`src/hw/fetch_params.svh`:
```
`ifndef FETCH_PARAMS_SVH
`define FETCH_PARAMS_SVH

// Address and data width of the fetch path
`define FETCH_XLEN 32

// Instruction memory depth in 32-bit words
`define FETCH_IMEM_WORDS 256

// First fetch address after reset
`define FETCH_RESET_PC 32'h0000_0000

// BTB geometry
`define FETCH_BTB_SETS 8
`define FETCH_BTB_WAYS 2

`endif

```
`src/hw/fetch_pkg.sv`:
```
`include "fetch_params.svh"

package fetch_pkg;

  // Field widths derived from the BTB geometry
  localparam int BTB_IDX_W = $clog2(`FETCH_BTB_SETS);
  localparam int BTB_TAG_W = `FETCH_XLEN - BTB_IDX_W - 2;
  localparam int BTB_WAY_W = (`FETCH_BTB_WAYS > 1) ? $clog2(`FETCH_BTB_WAYS) : 1;

  typedef logic [`FETCH_XLEN-1:0] addr_t;
  typedef logic [31:0]            instr_t;
  typedef logic [BTB_IDX_W-1:0]   btb_index_t;
  typedef logic [BTB_TAG_W-1:0]   btb_tag_t;
  typedef logic [BTB_WAY_W-1:0]   way_t;

  // Next-PC source in order of rising priority
  typedef enum logic [1:0] {
    PC_SEL_SEQUENTIAL,
    PC_SEL_PREDICTED,
    PC_SEL_REDIRECT
  } pc_sel_e;

endpackage

```
`src/hw/btb_way.sv`:
```
`timescale 1ns/100ps

`include "fetch_params.svh"

module btb_way (
  input  logic                 clk,
  input  logic                 rst_n,

  // Lookup side
  input  fetch_pkg::btb_index_t lookup_index,
  input  fetch_pkg::btb_tag_t  lookup_tag,
  output logic                 hit,
  output logic                 taken,
  output fetch_pkg::addr_t     target,

  // Update side
  input  fetch_pkg::btb_index_t upd_index,
  input  fetch_pkg::btb_tag_t  upd_tag,
  output logic                 match,
  input  logic                 we,
  input  fetch_pkg::addr_t     upd_target,
  input  logic                 upd_taken
);

  import fetch_pkg::*;

  logic [`FETCH_BTB_SETS-1:0] valid_q;
  btb_tag_t                   tag_q    [`FETCH_BTB_SETS];
  addr_t                      target_q [`FETCH_BTB_SETS];
  logic                       taken_q  [`FETCH_BTB_SETS];

  assign hit    = valid_q[lookup_index] && (tag_q[lookup_index] == lookup_tag);
  assign taken  = taken_q[lookup_index];
  assign target = target_q[lookup_index];

  // Tells the steering logic this way already owns the update tag
  assign match = valid_q[upd_index] && (tag_q[upd_index] == upd_tag);

  always_ff @(posedge clk) begin
    if (!rst_n) begin
      valid_q <= '0;
    end else if (we) begin
      valid_q[upd_index] <= 1'b1;
    end
  end

  always_ff @(posedge clk) begin
    if (we) begin
      tag_q[upd_index]    <= upd_tag;
      target_q[upd_index] <= upd_target;
      taken_q[upd_index]  <= upd_taken;
    end
  end

endmodule

```
`src/hw/btb.sv`:
```
`timescale 1ns/100ps

`include "fetch_params.svh"

module btb (
  input  logic             clk,
  input  logic             rst_n,

  // Lookup for the fetch pc
  input  fetch_pkg::addr_t pc,
  output logic             hit,
  output logic             taken,
  output fetch_pkg::addr_t target,

  // Update from EX
  input  logic             upd_valid,
  input  fetch_pkg::addr_t upd_pc,
  input  fetch_pkg::addr_t upd_target,
  input  logic             upd_taken
);

  import fetch_pkg::*;

  btb_index_t lookup_index;
  btb_tag_t   lookup_tag;
  btb_index_t upd_index;
  btb_tag_t   upd_tag;

  logic  [`FETCH_BTB_WAYS-1:0] way_hit;
  logic  [`FETCH_BTB_WAYS-1:0] way_taken;
  logic  [`FETCH_BTB_WAYS-1:0] way_match;
  addr_t                       way_target [`FETCH_BTB_WAYS];

  way_t rr_q [`FETCH_BTB_SETS];
  way_t upd_way;
  logic any_match;

  // Index sits just above the word offset, tag takes the rest
  assign lookup_index = pc[2 +: BTB_IDX_W];
  assign lookup_tag   = pc[`FETCH_XLEN-1 -: BTB_TAG_W];
  assign upd_index    = upd_pc[2 +: BTB_IDX_W];
  assign upd_tag      = upd_pc[`FETCH_XLEN-1 -: BTB_TAG_W];

  for (genvar w = 0; w < `FETCH_BTB_WAYS; w++) begin : g_way
    btb_way u_way (
      .clk          (clk),
      .rst_n        (rst_n),
      .lookup_index (lookup_index),
      .lookup_tag   (lookup_tag),
      .hit          (way_hit[w]),
      .taken        (way_taken[w]),
      .target       (way_target[w]),
      .upd_index    (upd_index),
      .upd_tag      (upd_tag),
      .match        (way_match[w]),
      .we           (upd_valid && (upd_way == way_t'(w))),
      .upd_target   (upd_target),
      .upd_taken    (upd_taken)
    );
  end

  // Existing entry is rewritten in place, otherwise the set's victim
  always_comb begin
    upd_way   = rr_q[upd_index];
    any_match = 1'b0;
    for (int i = `FETCH_BTB_WAYS - 1; i >= 0; i--) begin
      if (way_match[i]) begin
        upd_way   = way_t'(i);
        any_match = 1'b1;
      end
    end
  end

  // Round-robin pointer moves only when a new entry is allocated
  always_ff @(posedge clk) begin
    if (!rst_n) begin
      for (int s = 0; s < `FETCH_BTB_SETS; s++) begin
        rr_q[s] <= '0;
      end
    end else if (upd_valid && !any_match) begin
      if (rr_q[upd_index] == way_t'(`FETCH_BTB_WAYS - 1)) begin
        rr_q[upd_index] <= '0;
      end else begin
        rr_q[upd_index] <= rr_q[upd_index] + way_t'(1);
      end
    end
  end

  // At most one way holds a given tag
  always_comb begin
    hit    = 1'b0;
    taken  = 1'b0;
    target = '0;
    for (int i = 0; i < `FETCH_BTB_WAYS; i++) begin
      if (way_hit[i]) begin
        hit    = 1'b1;
        taken  = way_taken[i];
        target = way_target[i];
      end
    end
  end

endmodule

```
`config.mk`:
```
export PLATFORM = sky130hd
export DESIGN_NAME = btb
export DESIGN_NICKNAME = d
export VERILOG_FILES = /design/src/hw/fetch_pkg.sv /design/src/hw/btb_way.sv /design/src/hw/btb.sv
export VERILOG_INCLUDE_DIRS = /design/src /design/src/hw
export SDC_FILE = /design/constraint.sdc
export NUM_CORES = 1
export LEC_CHECK = 0
export BUFFER_PORTS_ARGS = -buffer_cell sky130_fd_sc_hd__buf_4
export CELL_PAD_IN_SITES_DETAIL_PLACEMENT = 1
export CELL_PAD_IN_SITES_GLOBAL_PLACEMENT = 1
export CORE_MARGIN = 1.5
export CORE_UTILIZATION = 55
export CTS_BUF_LIST = sky130_fd_sc_hd__clkbuf_16
export DETAILED_ROUTE_END_ITERATION = 16
export PLACE_DENSITY_LB_ADDON = 0.08
export SYNTH_ARGS = -nofsm -noshare
export SYNTH_HDL_FRONTEND = slang
export SYNTH_SLANG_ARGS = --single-unit
```
`constraint.sdc`:
```
create_clock -name clk -period 7.3 [get_ports clk]
set_input_delay 0.365 -clock clk [delete_from_list [all_inputs] [get_ports clk]]
set_output_delay 0.365 -clock clk [all_outputs]
set_load 0.02 [all_outputs]
```
==> results.py <==
metrics = {
    "synth": {
        "synth_area_leader_cell": "edfxtp_1",
        "synthMuxAreaShare": 0.2175,
        "synth_common_cells": "960 x edfxtp_1, 298 x mux4_2, 184 x mux2i_1",
        "async_flop_share": 0,
        "syn-num-nets": 2221,
        "synth.most_common_cell": "edfxtp_1",
        "synth.top_cell.area_share": 0.6754,
        "syn-instance-count": 2121,
        "synthTopCellsByArea": "edfxtp_1 68%, mux4_2 16%, mux2i_1 4.3%, xnor2_1 1.2%, mux2_2 1.1%",
        "yosys.area_share.adder": 0,
        "synth_top_family_by_area": "multiplexers",
        "ys_seq_elements": 984,
        "seq_area_frac_synth": 0.6866,
        "synthDistinctLibCells": 70,
        "yosysWarnings": 0,
        "synthXorXnorAreaFrac": 0.01970,
        "synthesis.area_um2": 42680,
        "syn-mean-instance-area_um2": 20.12,
        "synth_flop_cell": "edfxtp_1",
        "synth_compound_area_frac": 0.03623,
        "synthSimpleGateAreaFrac": 0.02034,
        "synth_edf_count": 960,
    },
    "die": {
        "rows": 101,
        "fp.coreArea_um2": 76330,
        "dieWidth_um": 281.6,
        "dieArea_um2": 79290,
        "start_util": 0.5592,
        "num_io_pins": 134,
        "fp.dieH_um": 281.6,
    },
    "clock_network": {
        "cts_sinks": 984,
        "tritoncts": "done",
        "clock_latency_ns": 0.68,
        "path_clk_slew_ns": 0.06,
        "cts-buffers-inserted": 102,
        "cts_root_buffer": "clkbuf_16",
        "cts_post_setup_buffers_inserted": 0,
        "h-tree-depth": 3,
        "clockBufferDepth": 3,
    },
    "setup_path": {
        "path_max_fanout": 105,
        "cp_cell_sequence": "buf_8, buf_4, mux4_2, mux2i_1, xnor2_1, nor4_1, nand3_1, nor4_4, buf_4, o211ai_1, o21ai_1, buf_4",
        "slowest_delay_ns": 0.68,
        "worstPathRequired_ns": 6.93,
        "crit_buf_inv": 4,
        "cp_top_family": "buffers and inverters",
        "crit_path_end_kind": "primary output",
        "rrSetupSlack_ns": 2.35,
        "arrival_ns": 5.13,
        "start_kind": "input port",
        "cpMostUsedCell": "buf_4",
        "slowest_stage": "buf_4",
        "critPathKind": "input port to primary output",
    },
    "sta": {
        "fin_crit_ns": 5.499,
        "slew_headroom": 0.1361,
        "grt_setup_unrepaired": "no",
        "fin_ws_ns": 1.801,
        "worst_pin_slew_ns": 1.293,
        "finalHoldViolCount": 0,
        "fin_hold_ws_ns": 0.03742,
        "fin_tns_setup_ns": 0,
        "clock.fmax_ghz": 0.1819,
        "finClkSkew_ns": 0.02791,
        "fin_crit_sh": 0.7532,
        "setup_viol_count_final": 0,
        "slew_viol_final": 0,
    },
    "global_routing": {
        "grt_max_degree": 106,
        "antenna_found_initial": 4,
        "grt_pass1_wl_um": 168600,
        "track_usage": 0.3004,
        "grt_overflow": 0,
        "first_global_vias": 24656,
    },
    "placed_design": {
        "port-buffer-count": 129,
        "gp_congestion": 0.8279,
        "place_area_um2": 45120,
        "post-place-ws_ns": 1.563,
        "dp_hpwl_um": 65830,
        "dp_cells": 3217,
    },
    "layout": {
        "design_area_um2": 48830,
        "fin_cells": 3444,
        "fin_nets": 2426,
        "drive_gt1_frac": 0.3108,
        "utilization": 0.6397,
        "area_growth_syn_to_layout_pct": 14.40,
    },
    "power_and_ir_drop": {
        "peakVddDrop_v": 0.0002476,
        "p_leak_nw": 16.17,
        "p_total_mw": 12.42,
        "power.density_nw_per_um2": 254.4,
    },
    "detailed_routing": {
        "vias": 22782,
        "drtIter0Drc": 2337,
        "ant_nets": 0,
        "drc": 0,
        "wl_per_cell_um": 33.80,
        "first_pass_iters": 6,
        "via_per_inst": 6.615,
        "wirelength_um": 116400,
    },
    "job": {
        "drv_cap": 0,
    },
    "min_path": {
        "hold_class": "input port to flip-flop",
    },
    "run_status": {
        "status": "finished, final reports clean",
    },
}
[kinds of logic after synthesis]
group | after synthesis
xor+xnor | 96
compound gates | 196
buf+inv | 155
simple gates | 155
mux | 535
flops | 984
[flip-flops by register name, indices dropped and copies added (netlist names)]
signal and flops:
g_way.u_way.target_q 512, g_way.u_way.tag_q 432, g_way.u_way.taken_q 16, g_way.u_way.valid_q 16, rr_q 8
[power by group]
group          switching [mW]  leakage (nW)  total (mW)  internal (mW)
sequential             0.0272          8.87        6.31           6.29
combinational           0.533          5.59       0.907          0.373
clock                    2.21          1.71        5.20           3.00
[worst paths after layout]
check,startpoint,end,cells past startpoint
hold / removal,upd_pc[28],g_way[1].u_way.tag_q[6][23],1
setup / recovery,pc[3],target[30],12
setup reg to reg,g_way[0].u_way.tag_q[7][22],g_way[0].u_way.tag_q[4][26],10
hold reg to reg,g_way[0].u_way.valid_q[5],g_way[0].u_way.valid_q[5],2
[layer usage]
layer,track usage,up-vias,share of wire
li1,-,9367,-
met1,0.4069,12257,0.40
met2,0.4966,937,0.50
met3,0.04765,215,0.064
met4,0.1132,6,0.034
met5,0,-,0.00029
[cells in the final DEF (no fill, tap or decap), types with 19 or more instances in the layout]
cell type / instances
a22oi_1: 32
edfxtp_1: 960
buf_4: 182
clkinv_2: 21
mux2i_1: 184
o211ai_2: 30
buf_12: 19
clkinv_1: 29
dfxtp_1: 24
inv_1: 31
xnor2_1: 57
xor2_1: 39
nand2_1: 41
dlygate4sd3_1: 35
mux2_2: 43
mux4_2: 298
o21ai_1: 30
clkbuf_16: 105
[worst reg2reg max path: cells and delay by family, from the launching register on]
kind | cells | cell delay [ns]
multiplexers | 2 | 0.66
AO/OA/AOI/OAI | 1 | 0.09
flip-flops | 1 | 0.42
AND/OR/NAND/NOR | 4 | 2.31
buffers and inverters | 2 | 0.79
XOR/XNOR | 1 | 0.34
[area by class of cell]
cell class,instances,area [um^2]
Clock inverter,86,730.7
Timing Repair Buffer,240,2152
Sequential cell,984,29310
Tap cell,1030,1289
Fill cell,6316,27500
Multi-Input combinational cell,982,12660
Antenna cell,1,2.502
Inverter,16,60.06
Clock buffer,105,2628
[repair_timing]
action                    CTS  global route
hold endpoints to repair  552             0
gates resized for setup     0             0
hold buffers               35             0
Power figures use the tool's default switching activity.
