[config.mk]
export PLATFORM = sky130hd
export DESIGN_NAME = fetch_stage
export DESIGN_NICKNAME = d
export VERILOG_FILES = /design/src/hw/fetch_pkg.sv /design/src/hw/fetch_stage.sv
export VERILOG_INCLUDE_DIRS = /design/src /design/src/hw
export SDC_FILE = /design/constraint.sdc
export NUM_CORES = 1
export LEC_CHECK = 0
export BUFFER_PORTS_ARGS = -buffer_cell sky130_fd_sc_hd__buf_2
export CAP_MARGIN = 25
export CORE_MARGIN = 4
export CORE_UTILIZATION = 35
export DETAILED_ROUTE_END_ITERATION = 12
export PLACE_DENSITY = 0.64
export SLEW_MARGIN = 20
export SYNTH_ARGS = -nofsm -noshare
export SYNTH_HDL_FRONTEND = slang
export SYNTH_SLANG_ARGS = --single-unit
[constraint.sdc]
create_clock -name clk -period 4.2 [get_ports clk]
set_input_delay 0.84 -clock clk [delete_from_list [all_inputs] [get_ports clk]]
set_output_delay 0.84 -clock clk [all_outputs]
set_load 0.02 [all_outputs]
[src/hw/fetch_params.svh]
`ifndef FETCH_PARAMS_SVH
`define FETCH_PARAMS_SVH

// Address and data width of the fetch path
`define FETCH_XLEN 32

// Instruction memory depth in 32-bit words
`define FETCH_IMEM_WORDS 256

// First fetch address after reset
`define FETCH_RESET_PC 32'h0000_0000

// BTB geometry
`define FETCH_BTB_SETS 8
`define FETCH_BTB_WAYS 2

`endif

[src/hw/fetch_pkg.sv]
`include "fetch_params.svh"

package fetch_pkg;

  // Field widths derived from the BTB geometry
  localparam int BTB_IDX_W = $clog2(`FETCH_BTB_SETS);
  localparam int BTB_TAG_W = `FETCH_XLEN - BTB_IDX_W - 2;
  localparam int BTB_WAY_W = (`FETCH_BTB_WAYS > 1) ? $clog2(`FETCH_BTB_WAYS) : 1;

  typedef logic [`FETCH_XLEN-1:0] addr_t;
  typedef logic [31:0]            instr_t;
  typedef logic [BTB_IDX_W-1:0]   btb_index_t;
  typedef logic [BTB_TAG_W-1:0]   btb_tag_t;
  typedef logic [BTB_WAY_W-1:0]   way_t;

  // Next-PC source in order of rising priority
  typedef enum logic [1:0] {
    PC_SEL_SEQUENTIAL,
    PC_SEL_PREDICTED,
    PC_SEL_REDIRECT
  } pc_sel_e;

endpackage

[src/hw/fetch_stage.sv]
`timescale 1ns/100ps

`include "fetch_params.svh"

module fetch_stage (
  input  logic             clk,
  input  logic             rst_n,

  // Hazard control and redirect from EX
  input  logic             stall,
  input  logic             redirect_valid,
  input  fetch_pkg::addr_t redirect_target,

  // BTB lookup results for the current pc
  input  logic             btb_hit,
  input  logic             btb_taken,
  input  fetch_pkg::addr_t btb_target,
  output fetch_pkg::addr_t pc,

  // Instruction memory read port
  output logic             imem_ren,
  output fetch_pkg::addr_t imem_raddr,
  input  fetch_pkg::instr_t imem_rdata,

  // IF/ID outputs to decode
  output logic             valid_id,
  output fetch_pkg::instr_t instr_id,
  output fetch_pkg::addr_t pc_id,
  output fetch_pkg::addr_t pc_plus4_id,
  output logic             btb_hit_id,
  output logic             btb_pred_taken_id,
  output fetch_pkg::addr_t btb_target_id
);

  import fetch_pkg::*;

  pc_sel_e pc_sel;
  addr_t   pc_next;
  addr_t   pc_plus4;

  assign pc_plus4 = pc + addr_t'(4);

  // Redirect beats prediction, prediction beats sequential
  always_comb begin
    if (redirect_valid) begin
      pc_sel = PC_SEL_REDIRECT;
    end else if (btb_hit && btb_taken) begin
      pc_sel = PC_SEL_PREDICTED;
    end else begin
      pc_sel = PC_SEL_SEQUENTIAL;
    end
  end

  always_comb begin
    case (pc_sel)
      PC_SEL_REDIRECT:  pc_next = redirect_target;
      PC_SEL_PREDICTED: pc_next = btb_target;
      default:          pc_next = pc_plus4;
    endcase
  end

  // A redirect moves the pc even during a stall
  always_ff @(posedge clk) begin
    if (!rst_n) begin
      pc <= `FETCH_RESET_PC;
    end else if (redirect_valid || !stall) begin
      pc <= pc_next;
    end
  end

  // Memory reads the current pc, so the word lands together with pc_id
  assign imem_ren   = !stall;
  assign imem_raddr = pc;
  assign instr_id   = imem_rdata;

  // IF/ID control bits are flushed by a redirect
  always_ff @(posedge clk) begin
    if (!rst_n) begin
      valid_id          <= 1'b0;
      btb_hit_id        <= 1'b0;
      btb_pred_taken_id <= 1'b0;
    end else if (redirect_valid) begin
      valid_id          <= 1'b0;
      btb_hit_id        <= 1'b0;
      btb_pred_taken_id <= 1'b0;
    end else if (!stall) begin
      valid_id          <= 1'b1;
      btb_hit_id        <= btb_hit;
      btb_pred_taken_id <= btb_hit && btb_taken;
    end
  end

  // IF/ID payload
  always_ff @(posedge clk) begin
    if (!stall) begin
      pc_id         <= pc;
      pc_plus4_id   <= pc_plus4;
      btb_target_id <= btb_target;
    end
  end

endmodule

==> implementation parameters, run 1 <==
Parameter                              Value

Floorplanning
  Area of the die ... 0.0198 sq mm
  # IOs ... 298
  Floorplan row count ... 48
  Standard cell core area ... 0.0173 sq mm
  Horizontal die dimension ... 141 microns
  Initial standard-cell utilization of the core ... 0.356
  Height of the die ... 141 microns

Critical path
  Worst R2R End ... imem_raddr[28]$_SDFFE_PN0P_
  Critical-path maximum fanout ... 42
  Crit Path Category ... input port to output pin
  Buffer and inverter count on the worst path ... 4
  Worst reg-to-reg path cell count ... 5
  Kind of cell with the highest combined delay on the critical path ... buffers and inverters
  Cell chain of the critical path ... buf_2, buf_4, inv_4, buf_2
  Arr. time, crit path ... 2.04 ns
  Most common cell on crit path ... buf_2
  Launching point of the worst reg2reg path ... imem_raddr[2]$_SDFFE_PN0P_
  Worst path required time ... 3.36 ns
  Slowest stage cell, crit path ... inv_4
  Nature of the critical path startpoint ... input port
  Endpoint type of the worst setup path ... output pin
  CP peak stage delay ... 0.43 ns
  Internal reg-to-reg setup slack ... 1.51 ns
  Worst setup startpoint ... stall

Synthesis
  Post-synth design cell area ... 0.00617 sq mm
  Warnings from Yosys ... 0
  Count of flip-flops with a built-in enable after synthesis ... 94
  Average size of a mapped cell ... 11.5 sq um
  Gate Count Post-Synth ... 535
  Fraction of synthesized cell area taken by the top area cell type ... 0.458
  Leading post-synthesis cells by cell area ... edfxtp_1 (46%), dfxtp_1 (11%), buf_4 (8.4%), o211ai_1 (3.0%), xnor2_1 (2.4%)
  Register area share after synthesis ... 0.571
  Dominant synthesized flop cell ... edfxtp_1
  Synth Register Bits ... 129
  Cell variety after synth ... 59
  FFs w/ async S/R, synth ... 0
  Synthesized netlist net count ... 638
  Cell accounting for the most synthesized area ... edfxtp_1

Clocking
  Sinks on Clock Net ... 129
  TritonCTS clock tree ... built
  Post-cts hold buffer count ... 0
  Clock latency on the worst-skew pair ... 0.41 ns
  Post-CTS Repair Setup Buffers ... 0
  Clock buffers created by TritonCTS ... 17
  Clk buf depth ... 2
  Count of instances resized after the clock tree is built ... 0
  Clock edge transition at the registers on the reported setup and hold paths ... 0.06 ns
  CTS Root Buffer Type ... clkbuf_16
  Level count of the clock H-tree ... 4

Global route
  Antenna violations before repair ... 1
  Global-route total usage across every layer ... 0.189
  Total grt overflow ... 0
  Maximum number of pins on one net before global-route repair ... 43
  First-pass GRT wire length ... 28300 microns
  Via count of the first global-routing pass ... 4788

Worst hold path
  Hold Path End ... valid_id$_SDFFE_PP0N_
  Cell depth of the worst hold path ... 2
  Min-delay worst type ... register to register
  Hold path start ... valid_id$_SDFFE_PP0N_

Power
  Sum of internal, switching and leakage power ... 3530 uW
  Power density normalized to cell area ... 462 mW/mm^2
  Leakage power summed over all cells ... 0.00321 uW
  Worst-case vdd ir drop ... 0.256 mV

Route
  Post-detailed-route wirelength per cell ... 20.5 microns
  Average via count per standard cell ... 5.22
  DRC violations left ... 0
  Final WL ... 19000 microns
  Total iterations of the first detailed-routing run ... 4
  Total vias in the final route ... 4845
  Number of nets with antenna violations after routing ... 0
  Number of DRC violations after detailed-routing iteration 0 ... 420

Final layout
  Reg area ... 0.00352 sq mm
  Ant. Diodes ... 0
  Layout-stage area growth over the synthesis result ... 23.7%
  Count of nets after finishing ... 794
  Fraction of final layout cells with drive strength greater than 1 ... 0.403
  Footprint of the multi-input gates ... 0.00194 sq mm
  # fillers ... 1682

Placed design
  DPL Wire Length ... 14000 microns
  Placer's final routability congestion estimate ... 0.835
  Port Buffer Count ... 233

Timing
  Final min period ... 2.88 ns
  Final worst-path cycle share ... 0.686
  Hold Vio Cnt, Final ... 0
  Final count of pins violating max slew ... 0
  Final clock skew ... 0.00650 ns
  Slew @ Worst Pin ... 0.961 ns
  Setup-failing EPs final ... 0
  Headroom to the max-slew limit ... 0.360
  RSZ-0062 raised after global routing ... false
  Highest Clock Rate ... 347 MHz
  Total negative slack ... 0 ns

Job
  Maxcap violations ... 0

Status
  Result of the run ... finished clean
per-layer routing:
layer / wire (microns) / track usage / share of wire / vias up
li1: - / - / - / 2265
met1: 7790 / 0.236 / 0.41 / 2322
met2: 9380 / 0.311 / 0.49 / 206
met3: 1270 / 0.0512 / 0.067 / 50
met4: 548 / 0.0770 / 0.029 / 2
met5: 12 / 0 / 0.00063 / -
synthesized netlist by cell type, types with 5 or more instances:
cell type and instances:
edfxtp_1 94, buf_4 69, dfxtp_1 35, nand2_1 35, clkbuf_1 27, nand3_1 26
o211ai_1 25, nor2_1 19, o21ai_0 17, xnor2_1 17, nand4_1 16, a221o_1 14
a21oi_1 13, inv_1 12, xor2_1 10, nor3_1 6, nor4_1 6, and2_1 5
buf_2 5, o211a_1 5, or3_1 5, or4_1 5
worst max-delay path by stage:
stage,end,cells after the start
after floorplan,imem_raddr[14]$_SDFFE_PN0P_,5
after global placement,imem_raddr[9]$_SDFFE_PN0P_,5
final,imem_ren,4
after global routing,imem_ren,4
after detailed placement,imem_raddr[9]$_SDFFE_PN0P_,5
after CTS,imem_ren,4
registers in the layout, summed over array words and instances (netlist names):
| name | cells |
|---|---|
| valid_id | 1 |
| btb_hit_id | 1 |
| pc_id | 32 |
| imem_raddr | 32 |
| pc_plus4_id | 30 |
| btb_pred_taken_id | 1 |
| btb_target_id | 32 |
power breakdown:
group | internal (uW) | switching (uW)
Sequential | 1470 | 80.9
Combinational | 160 | 310
Clock | 949 | 555
logic make-up after synthesis:
family                   synth area share
AND/OR/NAND/NOR                     0.129
flip-flops                          0.571
buffers and inverters               0.115
AO/OA/AOI/OAI                       0.137
XOR/XNOR                           0.0410
multiplexers                      0.00487
adder cells (fa/ha/maj)           0.00203
cell type report:
class	instances	share of cell area
repair buffers	241	0.161
clock buffers	19	0.0581
flip-flops and latches	129	0.462
well taps	225	0.0369
multi-input cells	288	0.254
inverters	14	0.00722
clock inverters	13	0.0212
worst min-delay path: stages (launching register included):
cell     delay (ns)
dfxtp_1        0.30
inv_1          0.05
a21oi_1        0.05
cell usage in the layout (no fill, tap or decap), types with 5 or more instances in the layout:
| cell type | n |
|---|---|
| buf_2 | 233 |
| edfxtp_1 | 94 |
| nand2_1 | 35 |
| dfxtp_1 | 35 |
| nand3_1 | 26 |
| o211ai_1 | 25 |
| nor2_1 | 18 |
| xnor2_1 | 17 |
| o21ai_0 | 17 |
| clkbuf_16 | 17 |
| nand4_1 | 16 |
| a221o_1 | 14 |
| a21oi_1 | 13 |
| inv_1 | 12 |
| xor2_1 | 10 |
| buf_4 | 8 |
| nor3_1 | 6 |
| nor4_1 | 6 |
| and2_1 | 5 |
| or3_1 | 5 |
| o211a_1 | 5 |
| or4_1 | 5 |
metrics by stage:
| stage | instances | area, sq um | hold slack, ns | worst slack, ns | util |
|---|---|---|---|---|---|
| floorplan | 535 | 6170 | 0.448 | 0.0437 | - |
| global placement | 897 | 7020 | 0.437 | 1.25 | 0.406 |
| detailed placement | 897 | 7020 | 0.441 | 1.19 | 0.406 |
| CTS | 929 | 7630 | 0.450 | 1.31 | 0.441 |
| global route | 929 | 7630 | 0.476 | 1.25 | 0.441 |
| finish | 929 | 7630 | 0.450 | 1.32 | 0.441 |
Power figures use the tool's default switching activity.
==> inputs of run 2 (changes only) <==
Settings changed: PLACE_DENSITY 0.64 to 0.61.
Clock period 4.2 ns to 2.8 ns, I/O delays scaled along.
==> run 2 against run 1 <==
Compared with the run above: critical path depth is 1 higher; largest cell class unchanged; clock skew is 0.0056 ns higher; sequential share of layout area is 0.99 points lower; utilization is 0.96 points higher.
==> implementation parameters, run 2 (synthesis results as in run 1) <==
Parameter                              Value

Route
  Number of nets with antenna violations after routing ... 0
  Final WL ... 19500 microns
  Post-detailed-route wirelength per cell ... 20.5 microns
  DRC violations left ... 0
  Total iterations of the first detailed-routing run ... 5
  Average via count per standard cell ... 5.37
  Total vias in the final route ... 5102
  Number of DRC violations after detailed-routing iteration 0 ... 394

Floorplanning
  Floorplan row count ... 48
  Area of the die ... 0.0198 sq mm
  Height of the die ... 141 microns
  # IOs ... 298
  Initial standard-cell utilization of the core ... 0.356
  Horizontal die dimension ... 141 microns
  Standard cell core area ... 0.0173 sq mm

Placed design
  Placer's final routability congestion estimate ... 0.811
  DPL Wire Length ... 14500 microns
  Port Buffer Count ... 233

Clocking
  CTS Root Buffer Type ... clkbuf_16
  Level count of the clock H-tree ... 4
  Post-CTS Repair Setup Buffers ... 0
  Clock latency on the worst-skew pair ... 0.42 ns
  Count of instances resized after the clock tree is built ... 0
  Post-cts hold buffer count ... 0
  Sinks on Clock Net ... 129
  TritonCTS clock tree ... built
  Clk buf depth ... 2
  Clock edge transition at the registers on the reported setup and hold paths ... 0.06 ns
  Clock buffers created by TritonCTS ... 17

Timing
  Headroom to the max-slew limit ... 0.350
  Slew @ Worst Pin ... 0.975 ns
  Final count of pins violating max slew ... 0
  Setup-failing EPs final ... 0
  Final clock skew ... 0.0121 ns
  Highest Clock Rate ... 433 MHz
  RSZ-0062 raised after global routing ... false
  Total negative slack ... 0 ns
  Hold Vio Cnt, Final ... 0
  Final min period ... 2.31 ns
  Final worst-path cycle share ... 0.825

Job
  Maxcap violations ... 0

Power
  Clock network fraction of total power ... 0.432
  Net switching share of the total power ... 0.268
  Worst-case vdd ir drop ... 0.434 mV
  Power density normalized to cell area ... 693 mW/mm^2
  Combinational cell fraction of total power ... 0.142
  Total internal power ... 3950 uW
  Total net switching power ... 1450 uW
  Leakage power summed over all cells ... 0.00330 uW
  Flop pwr share ... 0.426

Critical path
  Nature of the critical path startpoint ... register
  Crit Path Category ... register to register
  Endpoint type of the worst setup path ... register
  Worst path required time ... 3.11 ns
  Critical-path maximum fanout ... 14
  Arr. time, crit path ... 2.62 ns

Worst hold path
  Min-delay worst type ... input port to register

Global route
  First-pass GRT wire length ... 29400 microns
  Maximum number of pins on one net before global-route repair ... 37
  Antenna violations before repair ... 2
  Total grt overflow ... 0
  Via count of the first global-routing pass ... 5065
  Global-route total usage across every layer ... 0.193

Final layout
  Fraction of final layout cells with drive strength greater than 1 ... 0.420
  Most common cell after layout, fill and taps aside ... buf_2
  Layout-stage area growth over the synthesis result ... 26.4%
  Utilization after layout ... 0.451
  Count of nets after finishing ... 814
  Most used cells in the layout excluding fill and tap cells ... buf_2 (233), edfxtp_1 (94), nand2_1 (35), dfxtp_1 (35), buf_4 (28)

Status
  Result of the run ... finished clean
run 2: per-stage QoR:
stage	setup slack, ns	power (uW)	hold slack (ns)	instance area (sq um)	instances
6_report	0.491	5400	0.336	7790	950
3_3_place_gp	0.513	3100	0.467	7170	917
4_1_cts	0.492	5450	0.321	7790	949
2_1_floorplan	0.162	2890	0.448	6170	535
5_1_grt	0.387	5600	0.325	7790	950
3_5_place_dp	0.501	3110	0.463	7170	917
run 2: path summary, 6_finish.rpt:
kind                         startpoint                     endpoint  slack (ns)  cells past startpoint
max          imem_raddr[2]$_SDFFE_PN0P_  imem_raddr[28]$_SDFFE_PN0P_        0.49                      5
min                       btb_target[3]   btb_target_id[3]$_DFFE_PN_        0.34                      1
max reg2reg  imem_raddr[2]$_SDFFE_PN0P_  imem_raddr[28]$_SDFFE_PN0P_        0.49                      5
min reg2reg       valid_id$_SDFFE_PP0N_        valid_id$_SDFFE_PP0N_        0.47                      2
run 2: layout make-up:
class / instances / area [sq um]
fill: 1646 / 9500
clock inverter: 14 / 189
multi-input combinational: 288 / 1940
tap: 225 / 282
inverter: 14 / 55.1
timing repair buffer: 261 / 1380
clock buffer: 18 / 429
sequential: 129 / 3520
antenna: 1 / 2.50
run 2: routing by layer:
metal | track usage | share of wire
met3 | 0.0472 | 0.079
met5 | 0 | 0.00062
met2 | 0.331 | 0.50
met1 | 0.228 | 0.38
met4 | 0.0908 | 0.036
run 2: power by group through the flow:
stage / Clock [uW] / Sequential (uW) / Combinational [uW]
after detailed placement: 0 / 2340 / 772
after global placement: 0 / 2340 / 765
final: 2340 / 2300 / 767
after CTS: 2380 / 2300 / 775
after floorplan: 0 / 2510 / 379
after global routing: 2470 / 2320 / 818
run 2: critical path: stages, from the launching register on:
cell	delay, ns
dfxtp_1	0.34
ha_1	0.30
nand4_4	0.22
or4_4	0.71
o311a_1	0.36
a211o_1	0.26
==> inputs of run 3 (changes only) <==
Settings changed: PLACE_DENSITY 0.61 to 0.64.
Clock period 2.8 ns to 1.93 ns, I/O delays scaled along.
==> run 3 against run 2 <==
Compared with the run above: worst setup slack got worse by 0.42 ns; clock-buffer cell count shrank 1; critical endpoint unchanged; utilization increased by 2.2 points; largest power group unchanged; fmax rose by 24%.
==> implementation parameters, run 3 (synthesis results as in run 1) <==
Parameter                              Value

Timing
  Final clock skew ... 0.00568 ns
  Total negative slack ... 0 ns
  RSZ-0062 raised after global routing ... false
  Hold Vio Cnt, Final ... 0
  Final worst setup slack ... 0.0666 ns
  Slew @ Worst Pin ... 0.436 ns
  Headroom to the max-slew limit ... 0.708
  Setup-failing EPs final ... 0
  Highest Clock Rate ... 537 MHz
  Final min period ... 1.86 ns
  Final count of pins violating max slew ... 0
  Final worst-path cycle share ... 0.966

Placed design
  Placer's final routability congestion estimate ... 0.857
  Port Buffer Count ... 233
  DPL Wire Length ... 15100 microns
  Placement-stage worst setup slack ... 0.0144 ns

Power
  Power density normalized to cell area ... 970 mW/mm^2
  Leakage power summed over all cells ... 0.00353 uW
  Worst-case vdd ir drop ... 0.591 mV
  Sum of internal, switching and leakage power ... 7920 uW

Final layout
  Most common cell after layout, fill and taps aside ... buf_2
  Utilization after layout ... 0.472
  # fillers ... 1616
  Count of nets after finishing ... 850
  Most used cells in the layout excluding fill and tap cells ... buf_2 (233), edfxtp_1 (94), buf_4 (61)
  Fraction of final layout cells with drive strength greater than 1 ... 0.466
  Layout-stage area growth over the synthesis result ... 32.4%

Critical path
  Crit Path Category ... register to register
  CP peak stage delay ... 0.52 ns
  Internal reg-to-reg setup slack ... 0.07 ns
  Arr. time, crit path ... 2.17 ns
  Worst path required time ... 2.24 ns
  Cell chain of the critical path ... ha_4, nand4_4, or4_4, o311a_1, a211o_1
  Endpoint type of the worst setup path ... register
  Critical-path maximum fanout ... 12
  Slowest stage cell, crit path ... or4_4
  Nature of the critical path startpoint ... register

Clocking
  Post-cts hold buffer count ... 0
  TritonCTS clock tree ... built
  CTS Root Buffer Type ... clkbuf_16
  Clk buf depth ... 2
  Clock buffers created by TritonCTS ... 17
  Clock latency on the worst-skew pair ... 0.42 ns
  Level count of the clock H-tree ... 4
  Clock edge transition at the registers on the reported setup and hold paths ... 0.06 ns
  Sinks on Clock Net ... 129
  Post-CTS Repair Setup Buffers ... 0
  Count of instances resized after the clock tree is built ... 0

Floorplanning
  Horizontal die dimension ... 141 microns
  Area of the die ... 0.0198 sq mm
  # IOs ... 298
  Standard cell core area ... 0.0173 sq mm
  Floorplan row count ... 48
  Initial standard-cell utilization of the core ... 0.356
  Height of the die ... 141 microns

Global route
  First-pass GRT wire length ... 30400 microns
  Via count of the first global-routing pass ... 5072
  Antenna violations before repair ... 5
  Met1 Use GR ... 0.253
  Maximum number of pins on one net before global-route repair ... 43
  Met2 GRT Util ... 0.321
  Global-route total usage across every layer ... 0.202
  GRT met3 Usage ... 0.0505
  Layer with the highest usage ... met2
  Total grt overflow ... 0

Route
  Average via count per standard cell ... 5.20
  Number of DRC violations after detailed-routing iteration 0 ... 444
  Number of nets with antenna violations after routing ... 0
  Post-detailed-route wirelength per cell ... 20.4 microns
  Total vias in the final route ... 5143
  DRC violations left ... 0
  Final WL ... 20200 microns
  Total iterations of the first detailed-routing run ... 7

Job
  Maxcap violations ... 0

Status
  Result of the run ... finished clean

Worst hold path
  Min-delay worst type ... input port to register
-- run 3: changes by cell type in the layout (fill, tap and decap cells not counted), sizes merged --
cell,delta
clkinvlp,-1
inv,-1
clkbuf,-1
clkinv,+3
diode,+3
buf,+36
-- run 3: critical path: cells and delay by family (launching register included) --
| family | cells | cell delay, ns |
|---|---|---|
| AO/OA/AOI/OAI | 2 | 0.63 |
| AND/OR/NAND/NOR | 2 | 0.62 |
| flip-flops | 1 | 0.35 |
| adder cells (fa/ha/maj) | 1 | 0.14 |
-- run 3: stage by stage --
step                      cells  hold slack [ns]  instance area, sq um
after detailed placement    953            0.446                  7530
final                       989            0.159                  8170
after global routing        989            0.140                  8170
after global placement      953            0.436                  7530
after floorplan             535            0.448                  6230
after CTS                   985            0.142                  8140
-- run 3: cell type report --
cell class	count	area, sq um	share of cell area
diodes	4	10.0	0.00123
multi-input cells	288	1970	0.241
clock inverters	15	191	0.0234
flip-flops and latches	129	3550	0.435
inverters	14	57.6	0.00705
well taps	225	282	0.0345
clock buffers	17	425	0.0521
repair buffers	297	1680	0.206
-- run 3: layer usage --
metal  share of wire  up-vias
li1                -     2382
met1            0.40     2429
met2            0.48      253
met3           0.082       77
met4           0.044        2
met5         0.00064        -
-- run 3: power breakdown --
part | switching (uW) | total [uW] | internal, uW
Sequential | 87.7 | 3290 | 3210
Clock | 1250 | 3400 | 2150
Combinational | 797 | 1230 | 432
-- run 3: path summary, 6_finish.rpt --
| path | depth (start not counted) | from | to |
|---|---|---|---|
| worst min register to register | 2 | valid_id$_SDFFE_PP0N_ | valid_id$_SDFFE_PP0N_ |
| worst min-delay path | 1 | btb_target[4] | btb_target_id[4]$_DFFE_PN_ |
| worst max register to register | 5 | imem_raddr[3]$_SDFFE_PN0P_ | imem_raddr[28]$_SDFFE_PN0P_ |
| worst max-delay path | 5 | imem_raddr[3]$_SDFFE_PN0P_ | imem_raddr[28]$_SDFFE_PN0P_ |
